===== config.mk =====
export PLATFORM = sky130hd
export DESIGN_NAME = display_formatter
export DESIGN_NICKNAME = d
export VERILOG_FILES = /design/src/fmt_pkg.sv /design/src/header_gen.sv /design/src/matrix_body_gen.sv /design/src/list_body_gen.sv /design/src/stream_sequencer.sv /design/src/display_formatter.sv
export VERILOG_INCLUDE_DIRS = /design/src /design/src/include
export SDC_FILE = /design/constraint.sdc
export NUM_CORES = 1
export LEC_CHECK = 0
export ABC_AREA = 1
export BUFFER_PORTS_ARGS = -buffer_cell sky130_fd_sc_hd__buf_2
export CAP_MARGIN = 20
export CORE_UTILIZATION = 59
export DETAILED_ROUTE_END_ITERATION = 6
export HOLD_SLACK_MARGIN = 0.03
export PLACE_DENSITY = 0.82
export SYNTH_ARGS = -nofsm -noshare
export SYNTH_HDL_FRONTEND = slang
export SYNTH_HIERARCHICAL = 1
export SYNTH_SLANG_ARGS = --single-unit
export TNS_END_PERCENT = 10

===== constraint.sdc =====
create_clock -name clk -period 3.8 [get_ports clk]
set_clock_uncertainty 0.15 [all_clocks]
set_input_delay 0.76 -clock clk [delete_from_list [all_inputs] [get_ports clk]]
set_output_delay 0.76 -clock clk [all_outputs]
set_load 0.01 [all_outputs]

===== src/include/fmt_cfg.svh =====
`ifndef FMT_CFG_SVH
`define FMT_CFG_SVH

// storage slots of the calculator, one list entry each
`define FMT_LIST_DEPTH 10

// "Available Matrices:" plus its newline
`define FMT_HDR_MAX 20

// ascii codes shared by the generators and the sequencer
`define FMT_CHR_ZERO 8'h30
`define FMT_CHR_SPACE 8'h20
`define FMT_CHR_NL 8'h0a

`endif


===== src/fmt_pkg.sv =====
package fmt_pkg;

    typedef logic [7:0] char_t;   // one ascii character
    typedef logic [7:0] elem_t;   // unsigned matrix element
    typedef logic [2:0] dim_t;    // row or column count
    typedef logic [3:0] mat_id_t; // printed as one hex digit

    typedef enum logic [1:0] {
        MODE_MATRIX = 2'd0,
        MODE_LIST   = 2'd1,
        MODE_RESULT = 2'd2,
        MODE_RSVD   = 2'd3  // ignored at start
    } disp_mode_e;

    typedef enum logic {
        BODY_MATRIX = 1'b0,
        BODY_LIST   = 1'b1
    } body_sel_e;

    typedef enum logic [2:0] {
        IDLE   = 3'd0,
        HEADER = 3'd1,
        BODY   = 3'd2,
        TAIL   = 3'd3,  // closing newline after a matrix body
        DONE   = 3'd4
    } seq_state_e;

endpackage


===== src/header_gen.sv =====
`include "fmt_cfg.svh"

module header_gen (
    input  logic                clk,
    input  logic                rst_n,
    input  logic                start,
    input  fmt_pkg::disp_mode_e mode,
    input  fmt_pkg::mat_id_t    matrix_id,
    input  fmt_pkg::dim_t       dim_m,
    input  fmt_pkg::dim_t       dim_n,
    input  logic                char_take,
    output fmt_pkg::char_t      char_out,
    output logic                char_valid,
    output logic                char_last,
    output fmt_pkg::body_sel_e  body_sel
);
    import fmt_pkg::*;

    localparam int IDX_W = $clog2(`FMT_HDR_MAX);

    // fixed leading text of each header
    localparam logic [7*8-1:0]  MAT_TXT  = "Matrix ";
    localparam logic [8*8-1:0]  RES_TXT  = "Result (";
    localparam logic [19*8-1:0] LIST_TXT = "Available Matrices:";

    logic             active;
    logic [IDX_W-1:0] idx;
    disp_mode_e       mode_q;
    mat_id_t          id_q;
    dim_t             m_q;
    dim_t             n_q;
    logic [IDX_W-1:0] tail_idx;  // position inside "MxN):\n"
    char_t            tail_chr;
    char_t            id_chr;

    always_ff @(posedge clk or negedge rst_n) begin
        if (!rst_n) begin
            active <= 1'b0;
            idx    <= '0;
        end else if (start) begin
            active <= 1'b1;
            idx    <= '0;
        end else if (char_take && active) begin
            if (char_last) active <= 1'b0;
            else           idx    <= idx + 1'b1;
        end
    end

    always_ff @(posedge clk) begin
        if (start) begin
            mode_q <= mode;
            id_q   <= matrix_id;
            m_q    <= dim_m;
            n_q    <= dim_n;
        end
    end

    // hex digit for the id, A to F above nine
    assign id_chr = (id_q < 4'd10) ? `FMT_CHR_ZERO + char_t'(id_q)
                                   : "A" + char_t'(id_q - 4'd10);

    assign tail_idx = (mode_q == MODE_RESULT) ? idx - IDX_W'(8) : idx - IDX_W'(10);

    always_comb begin
        case (tail_idx)
            IDX_W'(0): tail_chr = `FMT_CHR_ZERO + char_t'(m_q);
            IDX_W'(1): tail_chr = "x";
            IDX_W'(2): tail_chr = `FMT_CHR_ZERO + char_t'(n_q);
            IDX_W'(3): tail_chr = ")";
            IDX_W'(4): tail_chr = ":";
            default:   tail_chr = `FMT_CHR_NL;
        endcase
    end

    always_comb begin
        case (mode_q)
            MODE_LIST: begin
                if (idx < IDX_W'(19)) char_out = LIST_TXT[(18 - idx) * 8 +: 8];
                else                  char_out = `FMT_CHR_NL;
            end
            MODE_RESULT: begin
                if (idx < IDX_W'(8)) char_out = RES_TXT[(7 - idx) * 8 +: 8];
                else                 char_out = tail_chr;
            end
            default: begin
                if (idx < IDX_W'(7))       char_out = MAT_TXT[(6 - idx) * 8 +: 8];
                else if (idx == IDX_W'(7)) char_out = id_chr;
                else if (idx == IDX_W'(8)) char_out = `FMT_CHR_SPACE;
                else if (idx == IDX_W'(9)) char_out = "(";
                else                       char_out = tail_chr;
            end
        endcase
    end

    assign char_valid = active;
    assign char_last  = active && (char_out == `FMT_CHR_NL);  // only newline is the final one
    assign body_sel   = (mode_q == MODE_LIST) ? BODY_LIST : BODY_MATRIX;

endmodule


===== src/matrix_body_gen.sv =====
`include "fmt_cfg.svh"

module matrix_body_gen (
    input  logic           clk,
    input  logic           rst_n,
    input  logic           start,
    input  fmt_pkg::dim_t  dim_m,
    input  fmt_pkg::dim_t  dim_n,
    input  fmt_pkg::elem_t matrix_data,
    input  logic           matrix_data_valid,
    input  logic           char_take,
    output logic           data_req,
    output fmt_pkg::char_t char_out,
    output logic           char_valid,
    output logic           char_last
);
    import fmt_pkg::*;

    // pos steps hundreds, tens, units, then the separator
    localparam logic [1:0] POS_HUND = 2'd0;
    localparam logic [1:0] POS_TENS = 2'd1;
    localparam logic [1:0] POS_UNIT = 2'd2;
    localparam logic [1:0] POS_SEP  = 2'd3;

    logic       active;
    logic       have_elem;
    elem_t      elem_q;
    logic [1:0] pos;
    dim_t       col;
    dim_t       n_q;
    logic [5:0] total_q;  // up to 7x7
    logic [5:0] cnt;
    logic       col_last;
    logic       elem_last;
    elem_t      hund;
    elem_t      tens;
    elem_t      units;

    assign data_req  = active && !have_elem;
    assign col_last  = (col == dim_t'(n_q - 1'b1));
    assign elem_last = (cnt == total_q - 6'd1);

    always_ff @(posedge clk or negedge rst_n) begin
        if (!rst_n) begin
            active    <= 1'b0;
            have_elem <= 1'b0;
            pos       <= POS_HUND;
            col       <= '0;
            n_q       <= '0;
            total_q   <= '0;
            cnt       <= '0;
        end else if (start) begin
            active    <= 1'b1;
            have_elem <= 1'b0;
            col       <= '0;
            cnt       <= '0;
            n_q       <= dim_n;
            total_q   <= 6'(dim_m) * 6'(dim_n);
        end else if (data_req && matrix_data_valid) begin
            have_elem <= 1'b1;
            // skip leading zeros, units always printed
            if (matrix_data >= 8'd100)     pos <= POS_HUND;
            else if (matrix_data >= 8'd10) pos <= POS_TENS;
            else                           pos <= POS_UNIT;
        end else if (char_take && char_valid) begin
            if (pos != POS_SEP) begin
                pos <= pos + 2'd1;
            end else begin
                have_elem <= 1'b0;  // fetch the next one
                cnt       <= cnt + 6'd1;
                col       <= col_last ? '0 : col + 1'b1;
                if (elem_last) active <= 1'b0;
            end
        end
    end

    always_ff @(posedge clk) begin
        if (data_req && matrix_data_valid) elem_q <= matrix_data;
    end

    assign hund  = elem_q / 8'd100;
    assign tens  = (elem_q / 8'd10) % 8'd10;
    assign units = elem_q % 8'd10;

    always_comb begin
        case (pos)
            POS_HUND: char_out = `FMT_CHR_ZERO + hund;
            POS_TENS: char_out = `FMT_CHR_ZERO + tens;
            POS_UNIT: char_out = `FMT_CHR_ZERO + units;
            default:  char_out = col_last ? `FMT_CHR_NL : `FMT_CHR_SPACE;
        endcase
    end

    assign char_valid = active && have_elem;
    assign char_last  = char_valid && (pos == POS_SEP) && elem_last;

endmodule


===== src/list_body_gen.sv =====
`include "fmt_cfg.svh"

module list_body_gen (
    input  logic                                    clk,
    input  logic                                    rst_n,
    input  logic                                    start,
    input  fmt_pkg::dim_t [`FMT_LIST_DEPTH-1:0]     list_m,
    input  fmt_pkg::dim_t [`FMT_LIST_DEPTH-1:0]     list_n,
    input  logic          [`FMT_LIST_DEPTH-1:0]     list_valid,
    input  logic                                    char_take,
    output fmt_pkg::char_t                          char_out,
    output logic                                    char_valid,
    output logic                                    char_last
);
    import fmt_pkg::*;

    logic       active;
    logic [3:0] slot;
    logic [3:0] pos;   // character position inside one entry
    logic       at_nl;

    always_ff @(posedge clk or negedge rst_n) begin
        if (!rst_n) begin
            active <= 1'b0;
            slot   <= '0;
            pos    <= '0;
        end else if (start) begin
            active <= 1'b1;
            slot   <= '0;
            pos    <= '0;
        end else if (char_take && active) begin
            if (at_nl) begin
                pos  <= '0;
                slot <= slot + 4'd1;
                if (char_last) active <= 1'b0;
            end else begin
                pos <= pos + 4'd1;
            end
        end
    end

    always_comb begin
        case (pos)
            4'd0: char_out = "[";
            4'd1: char_out = `FMT_CHR_ZERO + char_t'(slot);
            4'd2: char_out = "]";
            4'd3: char_out = `FMT_CHR_SPACE;
            default: begin
                if (list_valid[slot]) begin
                    case (pos)
                        4'd4:    char_out = `FMT_CHR_ZERO + char_t'(list_m[slot]);
                        4'd5:    char_out = "x";
                        4'd6:    char_out = `FMT_CHR_ZERO + char_t'(list_n[slot]);
                        default: char_out = `FMT_CHR_NL;
                    endcase
                end else begin
                    case (pos)
                        4'd4:    char_out = "E";
                        4'd5:    char_out = "m";
                        4'd6:    char_out = "p";
                        4'd7:    char_out = "t";
                        4'd8:    char_out = "y";
                        default: char_out = `FMT_CHR_NL;
                    endcase
                end
            end
        endcase
    end

    assign at_nl      = (char_out == `FMT_CHR_NL);
    assign char_valid = active;
    assign char_last  = active && at_nl && (slot == 4'(`FMT_LIST_DEPTH - 1));

endmodule


===== src/stream_sequencer.sv =====
`include "fmt_cfg.svh"

module stream_sequencer (
    input  logic                clk,
    input  logic                rst_n,
    input  logic                start_format,
    input  fmt_pkg::disp_mode_e display_mode,
    input  logic                tx_busy,
    input  fmt_pkg::body_sel_e  body_sel,
    input  fmt_pkg::char_t      hdr_char,
    input  logic                hdr_valid,
    input  logic                hdr_last,
    input  fmt_pkg::char_t      mat_char,
    input  logic                mat_valid,
    input  logic                mat_last,
    input  fmt_pkg::char_t      lst_char,
    input  logic                lst_valid,
    input  logic                lst_last,
    output logic                gen_start,
    output logic                mat_start,
    output logic                hdr_take,
    output logic                mat_take,
    output logic                lst_take,
    output fmt_pkg::char_t      tx_data,
    output logic                tx_valid,
    output logic                format_done
);
    import fmt_pkg::*;

    seq_state_e state;
    body_sel_e  body_q;
    char_t      cur_char;
    logic       cur_valid;
    logic       cur_last;
    logic       can_send;
    logic       take;
    logic       send;

    // busy was low last cycle and nothing was sent last cycle
    assign can_send = !tx_busy && !tx_valid;

    always_comb begin
        if (state == HEADER) begin
            cur_char  = hdr_char;
            cur_valid = hdr_valid;
            cur_last  = hdr_last;
        end else if (body_q == BODY_LIST) begin
            cur_char  = lst_char;
            cur_valid = lst_valid;
            cur_last  = lst_last;
        end else begin
            cur_char  = mat_char;
            cur_valid = mat_valid;
            cur_last  = mat_last;
        end
    end

    assign take     = (state == HEADER || state == BODY) && cur_valid && can_send;
    assign send     = take || (state == TAIL && can_send);
    assign hdr_take = take && (state == HEADER);
    assign mat_take = take && (state == BODY) && (body_q == BODY_MATRIX);
    assign lst_take = take && (state == BODY) && (body_q == BODY_LIST);

    always_ff @(posedge clk or negedge rst_n) begin
        if (!rst_n) begin
            state       <= IDLE;
            body_q      <= BODY_MATRIX;
            gen_start   <= 1'b0;
            mat_start   <= 1'b0;
            tx_valid    <= 1'b0;
            format_done <= 1'b0;
        end else begin
            gen_start   <= 1'b0;
            mat_start   <= 1'b0;
            tx_valid    <= send;
            format_done <= 1'b0;
            case (state)
                IDLE: begin
                    if (start_format && display_mode != MODE_RSVD) begin
                        gen_start <= 1'b1;
                        // first element is fetched while the header goes out
                        mat_start <= (display_mode != MODE_LIST);
                        state     <= HEADER;
                    end
                end
                HEADER: begin
                    if (take && cur_last) begin
                        body_q <= body_sel;
                        state  <= BODY;
                    end
                end
                BODY: begin
                    if (take && cur_last) state <= (body_q == BODY_MATRIX) ? TAIL : DONE;
                end
                TAIL: begin
                    if (can_send) state <= DONE;
                end
                DONE: begin
                    format_done <= 1'b1;  // cycle after the last tx_valid
                    state       <= IDLE;
                end
                default: state <= IDLE;
            endcase
        end
    end

    always_ff @(posedge clk) begin
        if (send) tx_data <= (state == TAIL) ? `FMT_CHR_NL : cur_char;
    end

endmodule


===== src/display_formatter.sv =====
`include "fmt_cfg.svh"

module display_formatter (
    input  logic                                clk,
    input  logic                                rst_n,
    input  logic                                start_format,
    input  fmt_pkg::disp_mode_e                 display_mode,
    input  fmt_pkg::mat_id_t                    matrix_id,
    input  fmt_pkg::dim_t                       dim_m,
    input  fmt_pkg::dim_t                       dim_n,
    input  fmt_pkg::elem_t                      matrix_data,
    input  logic                                matrix_data_valid,
    input  fmt_pkg::dim_t [`FMT_LIST_DEPTH-1:0] list_m,
    input  fmt_pkg::dim_t [`FMT_LIST_DEPTH-1:0] list_n,
    input  logic          [`FMT_LIST_DEPTH-1:0] list_valid,
    input  logic                                tx_busy,
    output fmt_pkg::char_t                      tx_data,
    output logic                                tx_valid,
    output logic                                data_req,
    output logic                                format_done
);
    import fmt_pkg::*;

    logic      gen_start;
    logic      mat_start;
    body_sel_e body_sel;
    char_t     hdr_char;
    char_t     mat_char;
    char_t     lst_char;
    logic      hdr_valid, hdr_last, hdr_take;
    logic      mat_valid, mat_last, mat_take;
    logic      lst_valid, lst_last, lst_take;

    stream_sequencer u_seq (
        .clk, .rst_n, .start_format, .display_mode, .tx_busy, .body_sel,
        .hdr_char, .hdr_valid, .hdr_last,
        .mat_char, .mat_valid, .mat_last,
        .lst_char, .lst_valid, .lst_last,
        .gen_start, .mat_start, .hdr_take, .mat_take, .lst_take,
        .tx_data, .tx_valid, .format_done
    );

    header_gen u_hdr (
        .clk, .rst_n, .start(gen_start), .mode(display_mode), .matrix_id, .dim_m, .dim_n,
        .char_take(hdr_take), .char_out(hdr_char), .char_valid(hdr_valid),
        .char_last(hdr_last), .body_sel
    );

    matrix_body_gen u_mat (
        .clk, .rst_n, .start(mat_start), .dim_m, .dim_n, .matrix_data, .matrix_data_valid,
        .char_take(mat_take), .data_req, .char_out(mat_char), .char_valid(mat_valid),
        .char_last(mat_last)
    );

    list_body_gen u_lst (
        .clk, .rst_n, .start(gen_start), .list_m, .list_n, .list_valid,
        .char_take(lst_take), .char_out(lst_char), .char_valid(lst_valid),
        .char_last(lst_last)
    );

endmodule


### Word-level counts from Yosys, hierarchy flattened

Index checks and enable logic that the tools add are counted.

| storage, ports and cells | value |
|---|---|
| bits in registers | 73 |
| input bits | 95 |
| output and inout bits | 11 |
| logic and storage cells | 234 |

| operators by class | value |
|---|---|
| add/subtract/negate cells | 24 |
| $mul | 1 |
| divide/modulo/power cells | 4 |
| $lt $le $gt $ge | 7 |
| equality and inequality tests | 40 |
| shift-type cells | 3 |
| multiplexer cells | 79 |
| bitwise gates (word level) | 2 |
| reductions and logical operators | 50 |

Operator list:

| kind | count |
|---|---|
| indexed part select 152 x 33 -> 8 bit (first input constant) | 1 |
| 2-to-1 mux 8 bit | 10 |
| indexed part select 64 x 33 -> 8 bit (first input constant) | 1 |
| indexed part select 56 x 33 -> 8 bit (first input constant) | 1 |
| case mux 8 bit (3 select lines) | 2 |
| case mux 8 bit (5 select lines) | 1 |
| 2-to-1 mux 3 bit | 12 |
| case mux 7 bit (5 select lines) | 1 |
| case mux 8 bit (4 select lines) | 1 |
| 2-to-1 mux 6 bit | 5 |
| adder 6 x 3 -> 7 bit (first input constant) | 4 |
| 2-to-1 mux 1 bit | 27 |
| adder 6 x 8 -> 8 bit (first input constant) | 3 |
| binary-select mux 3 bit (select 4 bit) | 2 |
| 2-to-1 mux 4 bit | 6 |
| logical AND 1 bit | 21 |
| 2-to-1 mux 5 bit | 4 |
| nonzero test 2 bit | 9 |
| == test 4 x 3 -> 1 bit (second input constant) | 4 |
| == test 8 x 4 -> 1 bit (second input constant) | 2 |
| modulo 8 x 4 -> 8 bit (second input constant) | 2 |
| case mux 8 bit (2 select lines) | 1 |
| adder 6 x 4 -> 7 bit (first input constant) | 2 |
| != test 2 bit (second input constant) | 7 |
| 52 further kinds | 81 |

### Longest topological paths before layout

Gate-level depths: netlist of the first run.

| logic depth | value |
|---|---|
| depth after elaboration | 15 |
| depth in mapped cells | 36 |

### Cells and area by module

Netlist of the first run, hierarchy kept.

Modules (own cells, without submodules):

| module | times used | cells each | area each (sq um) |
|---|---|---|---|
| matrix_body_gen | 1 | 359 | 2,658.8 |
| header_gen | 1 | 374 | 2,388.5 |
| list_body_gen | 1 | 260 | 1,540.2 |
| stream_sequencer | 1 | 117 | 898.4 |

### Worst setup path after synthesis of the first run

Ideal clock, no wire load.

| timing | value |
|---|---|
| kind | flip-flop to flip-flop |
| start point | register u_mat.elem_q[7] |
| end point | register u_seq.tx_data[5] (data pin) |
| setup time | 0.259 ns |
| arrival | 2.923 ns |
| required time | 3.391 ns |
| slack | 0.468 ns |
| stages on the path, launching flop included | 34 |
| path buffers | 0 |
| clock period less this slack | 3.332 ns |
| cells stage by stage | edfxtp_1 -> nand2_1 -> nand2_2 -> nor2_2 -> inv_2 -> nand2_2 -> nand2_1 -> nand2_1 -> inv_2 -> nand2_4 -> nand2_4 -> nand2_2 -> nand3_2 -> nand2_4 -> nand3_1 -> nand2_2 -> nand2_2 -> nand2_4 -> nand3_4 -> nand3_2 -> nand2_4 -> ha_1 -> inv_1 -> nand2_1 -> nand2_2 -> nand2_1 -> nand2_1 -> nand4_4 -> o21ai_2 -> nand2_1 -> nand2_1 -> nand2_1 -> nand2_1 -> a21oi_1 |

| on the way | value |
|---|---|
| longest elaborated chain between the ends | 6 |

Ends and longest elaborated chain:

| element | line | source |
|---|---|---|
| from (decl) | matrix_body_gen.sv:27 | `elem_t elem_q;` |
| from (signal assigned) | matrix_body_gen.sv:78 | `if (data_req && matrix_data_valid) elem_q <= matrix_data;` |
| divider 8 x 4 -> 8 bit | matrix_body_gen.sv:82 | `assign tens = (elem_q / 8'd10) % 8'd10;` |
| modulo 8 x 4 -> 8 bit | matrix_body_gen.sv:82 |  |
| adder 6 x 8 -> 8 bit (no line) | -- |  |
| case mux 8 bit (3 select lines) (*) | matrix_body_gen.sv:86 | `case (pos)` |
| net mat_char[5] | display_formatter.sv:28 | `char_t mat_char;` |
| 2-to-1 mux 8 bit (*) | stream_sequencer.sv:47 | `end else if (body_q == BODY_LIST) begin` |
| 2-to-1 mux 8 bit (*) | stream_sequencer.sv:43 | `if (state == HEADER) begin` |
| to (signal assigned) | stream_sequencer.sv:108 | `` if (send) tx_data <= (state == TAIL) ? `FMT_CHR_NL : cur_char; `` |
| to (decl) | stream_sequencer.sv:24 | `output fmt_pkg::char_t tx_data,` |

Mark *: on every way through the listed nets, which the timed path passes. The rest lies on a longest branch.
A chain may end at the register's enable or synchronous reset.

### Worst setup path in the final report of the first run

| timing | value |
|---|---|
| start point | register u_mat.elem_q[7] |
| end point | register u_seq.tx_data[3] (data pin) |

The elaborated chain is that of the path after synthesis.

==> flow_summary_export.csv, run 1 <==
group,metric,value,unit
worst_setup_path,cp.buffers_inverters,6,
timing,fmax,271,MHz
timing,slew_headroom,0.468,
worst_setup_path,worstSetupPathDepth,32,
floorplanning,fp.dieW,115,um
cells_and_area,fin_util,0.706,
yosys,synth_top_area_frac,0.150,
cts,clkTransAtPathRegs,0.06,ns
yosys,ys_ff_latch,73,
timing,hold_viol,0,
yosys,synth_nets,1248,
route,drt_wl_total,18900,um
power,powerDensity,730,mW/mm^2
floorplanning,start_util,0.613,
route,vias_per_cell,5.46,
worst_setup_path,crit_path_end_kind,"register",
timing,period_needed,3.70,ns
grt,antenna_found_initial,0,
timing,holdWs,0.262,ns
yosys,synth_commonest_cells,"278 x nand2_1, 128 x inv_1, 109 x nor2_1",
worst_setup_path,cpMaxStageDelayCell,"edfxtp_1",
worst_setup_path,rr_worst_depth,32,
yosys,synthDistinctLibCells,58,
placed_design,hpwl,14400,um
job,drv_cap,0,
worst_setup_path,startpoint_type,"register",
route,wl_per_cell,13.6,um
timing,tightest_slew,0.798,ns
cts,clock-sinks,73,
cells_and_area,antenna_cells,0,
yosys,yosys.area.top_type,"dfrtp_1",
cells_and_area,final_nets,1352,
floorplanning,core,0.0122,sq mm
yosys,async_reset_ff_frac,0.616,
cts,htree_levels,3,
floorplanning,io_pins,106,
yosys,yosysSeqAreaShare,0.263,
worst_setup_path,max_stage_delay,0.52,ns
cells_and_area,fin_cells,1387,
worst_setup_path,critPathTopFamily,"simple AND/OR/NAND/NOR gates",
placed_design,io_buffers,105,
cts,clock_path_buffers,2,
power,p_leak,4.43,nW
worst_setup_path,crit_path_max_fanout,6,
cts,cts_buffers,9,
cells_and_area,drive_gt1_frac,0.221,
worst_setup_path,crit_path_frequent_cell,"nand2_4",
cts,clockRootBuffer,"clkbuf_16",
yosys,synth_edf_count,28,
timing,setup_violations,0,
route,first_iter_violations,748,
worst_hold_path,min_path_type,"input pin to asynchronous set/reset pin",
yosys,synth_area_leaders,"dfrtp_1 15%, nand2_1 14%, edfxtp_1 11%",
route,drt-pass1-iter-count,5,
placed_design,gp_congestion,0.990,
cts,cts_hold_buf,0,
grt,grt_usage,0.294,
yosys,netlist_area,0.00749,sq mm
cts,cts_tree,"done",
yosys,syn_area_per_cell,6.74,sq um
route,num_vias,7578,
timing,rsz0062_at_grt,"true",
timing,setup_tns,0,ns
grt,grt_pass1_wl,30900,um
route,drtAntennaViolNets,0,
worst_setup_path,cp.arrival,3.76,ns
placed_design,place_inst,1362,
timing,slew_violations,0,
cts,clk_latency,0.34,ns
yosys,yosys_warnings,6,
timing,period_share,0.973,
yosys,synth.most_common_cell,"nand2_1",
floorplanning,row_count,40,
grt,grt_max_degree,42,
grt,grt_pass1_vias,6886,
power,ir_drop,0.435,mV
floorplanning,die_y,115,um
floorplanning,die-area,0.0131,sq mm
cells_and_area,area_growth,15.2,%
route,route.detailed.drc,0,
yosys,synth-main-ff-cell,"dfrtp_1",
grt,gr-total-overflow,0,
yosys,synthCells,1110,
status,status,"finished, final reports clean",
worst_setup_path,critPathRequiredTime,3.86,ns
worst_setup_path,path_class,"register to register",
==> path summary, 6_finish.rpt <==
path	startpoint	to	slack (ns)
min in group clk	u_mat/n_q[2]	u_mat/n_q[2]	0.34
worst max-delay path	u_mat/elem_q[7]	u_seq/tx_data[3]	0.10
max in group asynchronous	rst_n	u_mat/cnt[3]	2.54
worst min-delay path	rst_n	u_seq/body_q	0.26
worst max register to register	u_mat/elem_q[7]	u_seq/tx_data[3]	0.10
worst min register to register	u_mat/n_q[2]	u_mat/n_q[2]	0.34
==> routing by layer <==
metal | routed length [um] | global-route usage | vias up
li1 | - | - | 3857
met1 | 8370 | 0.385 | 3454
met2 | 9090 | 0.497 | 230
met3 | 997 | 0.0482 | 37
met4 | 400 | 0.0926 | 0
met5 | 0 | 0 | -
==> power breakdown <==
part           internal (W)  switching, W  total (W)
Sequential          0.00111      0.000239    0.00135
Clock              0.000511      0.000331   0.000843
Combinational       0.00144       0.00265    0.00410
==> through the flow <==
stage | cell area [sq um] | setup slack, ns | power (W)
after CTS | 8430 | 0.0748 | 0.00610
after global routing | 8620 | -0.196 | 0.00686
after floorplan | 7490 | 0.468 | 0.00441
final | 8620 | 0.104 | 0.00629
after detailed placement | 8130 | 0.0954 | 0.00522
after global placement | 8130 | 0.259 | 0.00515
==> what timing repair did <==
item,in CTS,in global routing
setup endpoints to repair,0,7
gates resized for setup,0,29
setup buffers,0,9
==> area by class of cell <==
cell class	instances	area (sq um)
Multi-Input combinational cell	852	4900
Fill cell	1047	3590
Sequential cell	73	1970
Timing Repair Buffer	124	668
Inverter	154	578
Clock buffer	10	229
Tap cell	168	210
Clock inverter	6	66.3
==> logic make-up after synthesis <==
group | synth area share
AOI/OAI and AO/OA | 0.152
DFF | 0.263
other | 0.00100
and+or+nand+nor | 0.373
xor gates and xnor gates | 0.0313
buffers and inverters | 0.0989
adders and majority gates | 0.0739
muxes | 0.00802
==> sequential cells by signal, summed over array words and instances (netlist names), 2 cells and up <==
signal / cells
u_mat/elem_q: 8
u_seq/tx_data: 8
u_mat/cnt: 6
u_mat/total_q: 6
u_hdr/idx: 5
u_hdr/id_q: 4
u_lst/pos: 4
u_lst/slot: 4
u_hdr/m_q: 3
u_hdr/n_q: 3
u_mat/col: 3
u_mat/n_q: 3
u_seq/state: 3
u_hdr/mode_q: 2
u_mat/pos: 2
==> cell usage in the layout, fill, tap and decap left out, types with 4 or more instances in the layout <==
master	count
a21oi_1	42
a21oi_2	4
a31oi_1	9
buf_2	105
buf_4	19
clkbuf_16	9
dfrtp_1	45
edfxtp_1	28
ha_1	41
inv_1	125
inv_2	29
mux2i_1	6
nand2_1	272
nand2_2	27
nand2_4	20
nand3_1	88
nand3_2	12
nand3_4	8
nand4_1	15
nor2_1	109
nor2_2	9
nor2_4	7
nor3_1	13
o2111ai_1	4
o211ai_1	18
o21ai_0	75
o21ai_1	6
o21ai_2	4
o22ai_1	4
xnor2_1	5
xor2_1	18
(Power assumes the default switching activity.)
==> run 2, diff against run 1 <==
- clock period: 3.8 -> 3.7 ns (I/O delays scaled with it)
==> run 2 against run 1 <==
Net effect:
- the flow now finishes with violations (setup timing)
- utilization up 0.16 points
- critical path type unchanged
- worst hold slack gained 0.045 ns
- via count is 2.9% higher
- combinational power up 5.4%
- maximum frequency is 2.0% lower
- first-iteration DRC count down 7.0%
- largest power group unchanged
- worst setup slack worse by 0.18 ns
- critical path depth is 1 lower
- cell count increased by 0.50%
- clock-buffer cell count is 1 higher
==> flow_summary_export.csv, run 2 (same netlist as run 1, synthesis figures left out) <==
group,metric,value,unit
worst_setup_path,cp.buffers_inverters,4,
route,vias_per_cell,5.59,
grt,gr-total-overflow,0,
worst_setup_path,crit_path_end_kind,"register",
status,violations,"setup timing",
timing,setup_violations,3,
power,switchingPower,0.00336,W
cells_and_area,drive_gt1_frac,0.224,
power,p_int,0.00316,W
cells_and_area,area_growth,15.4,%
route,drt-pass1-iter-count,5,
placed_design,gp_congestion,0.987,
cts,clkTransAtPathRegs,0.06,ns
power,p_sw_frac,0.515,
timing,slew_headroom,0.492,
floorplanning,die-area,0.0131,sq mm
worst_setup_path,cpMaxStageDelayCell,"edfxtp_1",
route,drt_wl_total,19700,um
cts,clock-sinks,73,
grt,grt_max_degree,42,
route,first_iter_violations,696,
worst_hold_path,min_path_type,"input pin to asynchronous set/reset pin",
timing,tightest_slew,0.762,ns
worst_setup_path,rr_worst_depth,31,
timing,period_needed,3.77,ns
cts,cts_hold_buf,0,
timing,period_share,1.02,
power,powerDensity,754,mW/mm^2
route,wl_met2,9740,um
worst_setup_path,critPathTopFamily,"simple AND/OR/NAND/NOR gates",
timing,rsz0062_at_grt,"true",
worst_setup_path,cp.arrival,3.70,ns
worst_setup_path,critPathRequiredTime,3.63,ns
worst_setup_path,startpoint_type,"register",
timing,post-route-worst-setup-slack,-0.0721,ns
floorplanning,row_count,40,
floorplanning,io_pins,106,
cts,clockRootBuffer,"clkbuf_16",
route,drtAntennaViolNets,0,
route,routed.top_layer,"met4",
worst_setup_path,reg2reg_to,"u_seq/tx_data[5]",
cts,htree_levels,3,
route,route.met3.wl,954,um
cells_and_area,fillerInstances,1073,
cells_and_area,fin_cells,1394,
cells_and_area,final_common_cell,"nand2_1",
grt,grt_pass1_wl,31500,um
floorplanning,core,0.0122,sq mm
route,wl_per_cell,14.1,um
power,p_comb_frac,0.663,
worst_setup_path,max_stage_delay,0.52,ns
placed_design,place_inst,1362,
cts,cts_tree,"done",
worst_setup_path,reg2reg_slack,-0.07,ns
cells_and_area,antenna_cells,0,
power,ir_drop,0.439,mV
timing,fmax,265,MHz
floorplanning,fp.dieW,115,um
cts,clk_latency,0.33,ns
worst_setup_path,r2r_start,"u_mat/elem_q[7]",
power,power_frac_seq,0.214,
cts,cts_buffers,9,
timing,hold_viol,0,
timing,slew_violations,0,
floorplanning,die_y,115,um
worst_setup_path,crit_path_max_fanout,6,
timing,setup_tns,-0.138,ns
grt,grt_pass1_vias,6954,
cells_and_area,mostFrequentLayoutCells,"271 x nand2_1, 125 x inv_1, 109 x nor2_1",
grt,antenna_found_initial,0,
route,drt-met1-wl,8430,um
placed_design,io_buffers,105,
floorplanning,start_util,0.613,
placed_design,hpwl,14700,um
worst_setup_path,path_class,"register to register",
cells_and_area,reg_top3,"u_mat/elem_q: 8 flops, u_seq/tx_data: 8 flops",
cells_and_area,final_nets,1359,
status,status,"complete, but fails checks",
grt,grt_usage,0.298,
cells_and_area,fin_util,0.708,
job,drv_cap,0,
cts,clock_path_buffers,2,
power,clkPwrFrac,0.122,
power,p_leak,4.45,nW
route,route.detailed.drc,0,
route,num_vias,7799,
-- run 2: power by group through the flow --
stage	sequential [W]	clock [W]	combinational, W
6_report	0.00140	0.000798	0.00432
3_5_place_dp	0.00139	0	0.00398
5_1_grt	0.00143	0.000839	0.00483
4_1_cts	0.00138	0.000808	0.00402
3_3_place_gp	0.00139	0	0.00390
2_1_floorplan	0.00135	0	0.00318
-- run 2: worst register-to-register path: cells and delay by family, from the launching register on --
family	cells	cell delay, ns
flip-flops	1	0.52
buffers and inverters	4	0.35
AND/OR/NAND/NOR	23	1.96
adder cells (fa/ha/maj)	1	0.16
AO/OA/AOI/OAI	3	0.40
-- run 2: repair_timing --
item                                    in CTS  in global routing
pin swaps                                    0                 22
gates resized for setup                      1                 28
endpoints found under the setup margin       1                  7
buffers inserted                             0                 16
-- run 2: worst max path at each step --
stage,start,to,slack [ns],cells past startpoint
floorplan,u_mat/elem_q[7],u_seq/tx_data[5],0.37,33
global placement,u_mat/elem_q[7],u_seq/tx_data[5],0.16,33
detailed placement,u_mat/elem_q[7],u_seq/tx_data[5],0.02,33
CTS,u_mat/elem_q[7],u_seq/tx_data[5],0.01,33
global route,u_mat/elem_q[7],u_seq/tx_data[6],-0.37,30
finish,u_mat/elem_q[7],u_seq/tx_data[5],-0.07,31
-- run 2: final cells by class --
class	instances	area, sq um	share of cell area
sequential	73	1970	0.228
clock inverter	5	40.0	0.00463
multi-input combinational	852	4890	0.566
timing repair buffer	131	721	0.0834
inverter	154	581	0.0672
clock buffer	11	233	0.0269
tap	168	210	0.0243
-- run 2: routing by layer --
metal	vias up	GRT usage
met5	-	0
met2	247	0.509
li1	3860	-
met3	49	0.0296
met1	3643	0.392
met4	0	0.112
-- run 2: stage by stage --
step                      worst slack, ns  hold WS (ns)  instance area, sq um  total power (W)
after CTS                          0.0139         0.327                  8410          0.00621
after global placement              0.159         0.331                  8130          0.00529
after global routing               -0.369         0.365                  8640          0.00709
final                             -0.0721         0.307                  8640          0.00652
after detailed placement           0.0175         0.351                  8130          0.00537
after floorplan                     0.368         0.294                  7490          0.00453
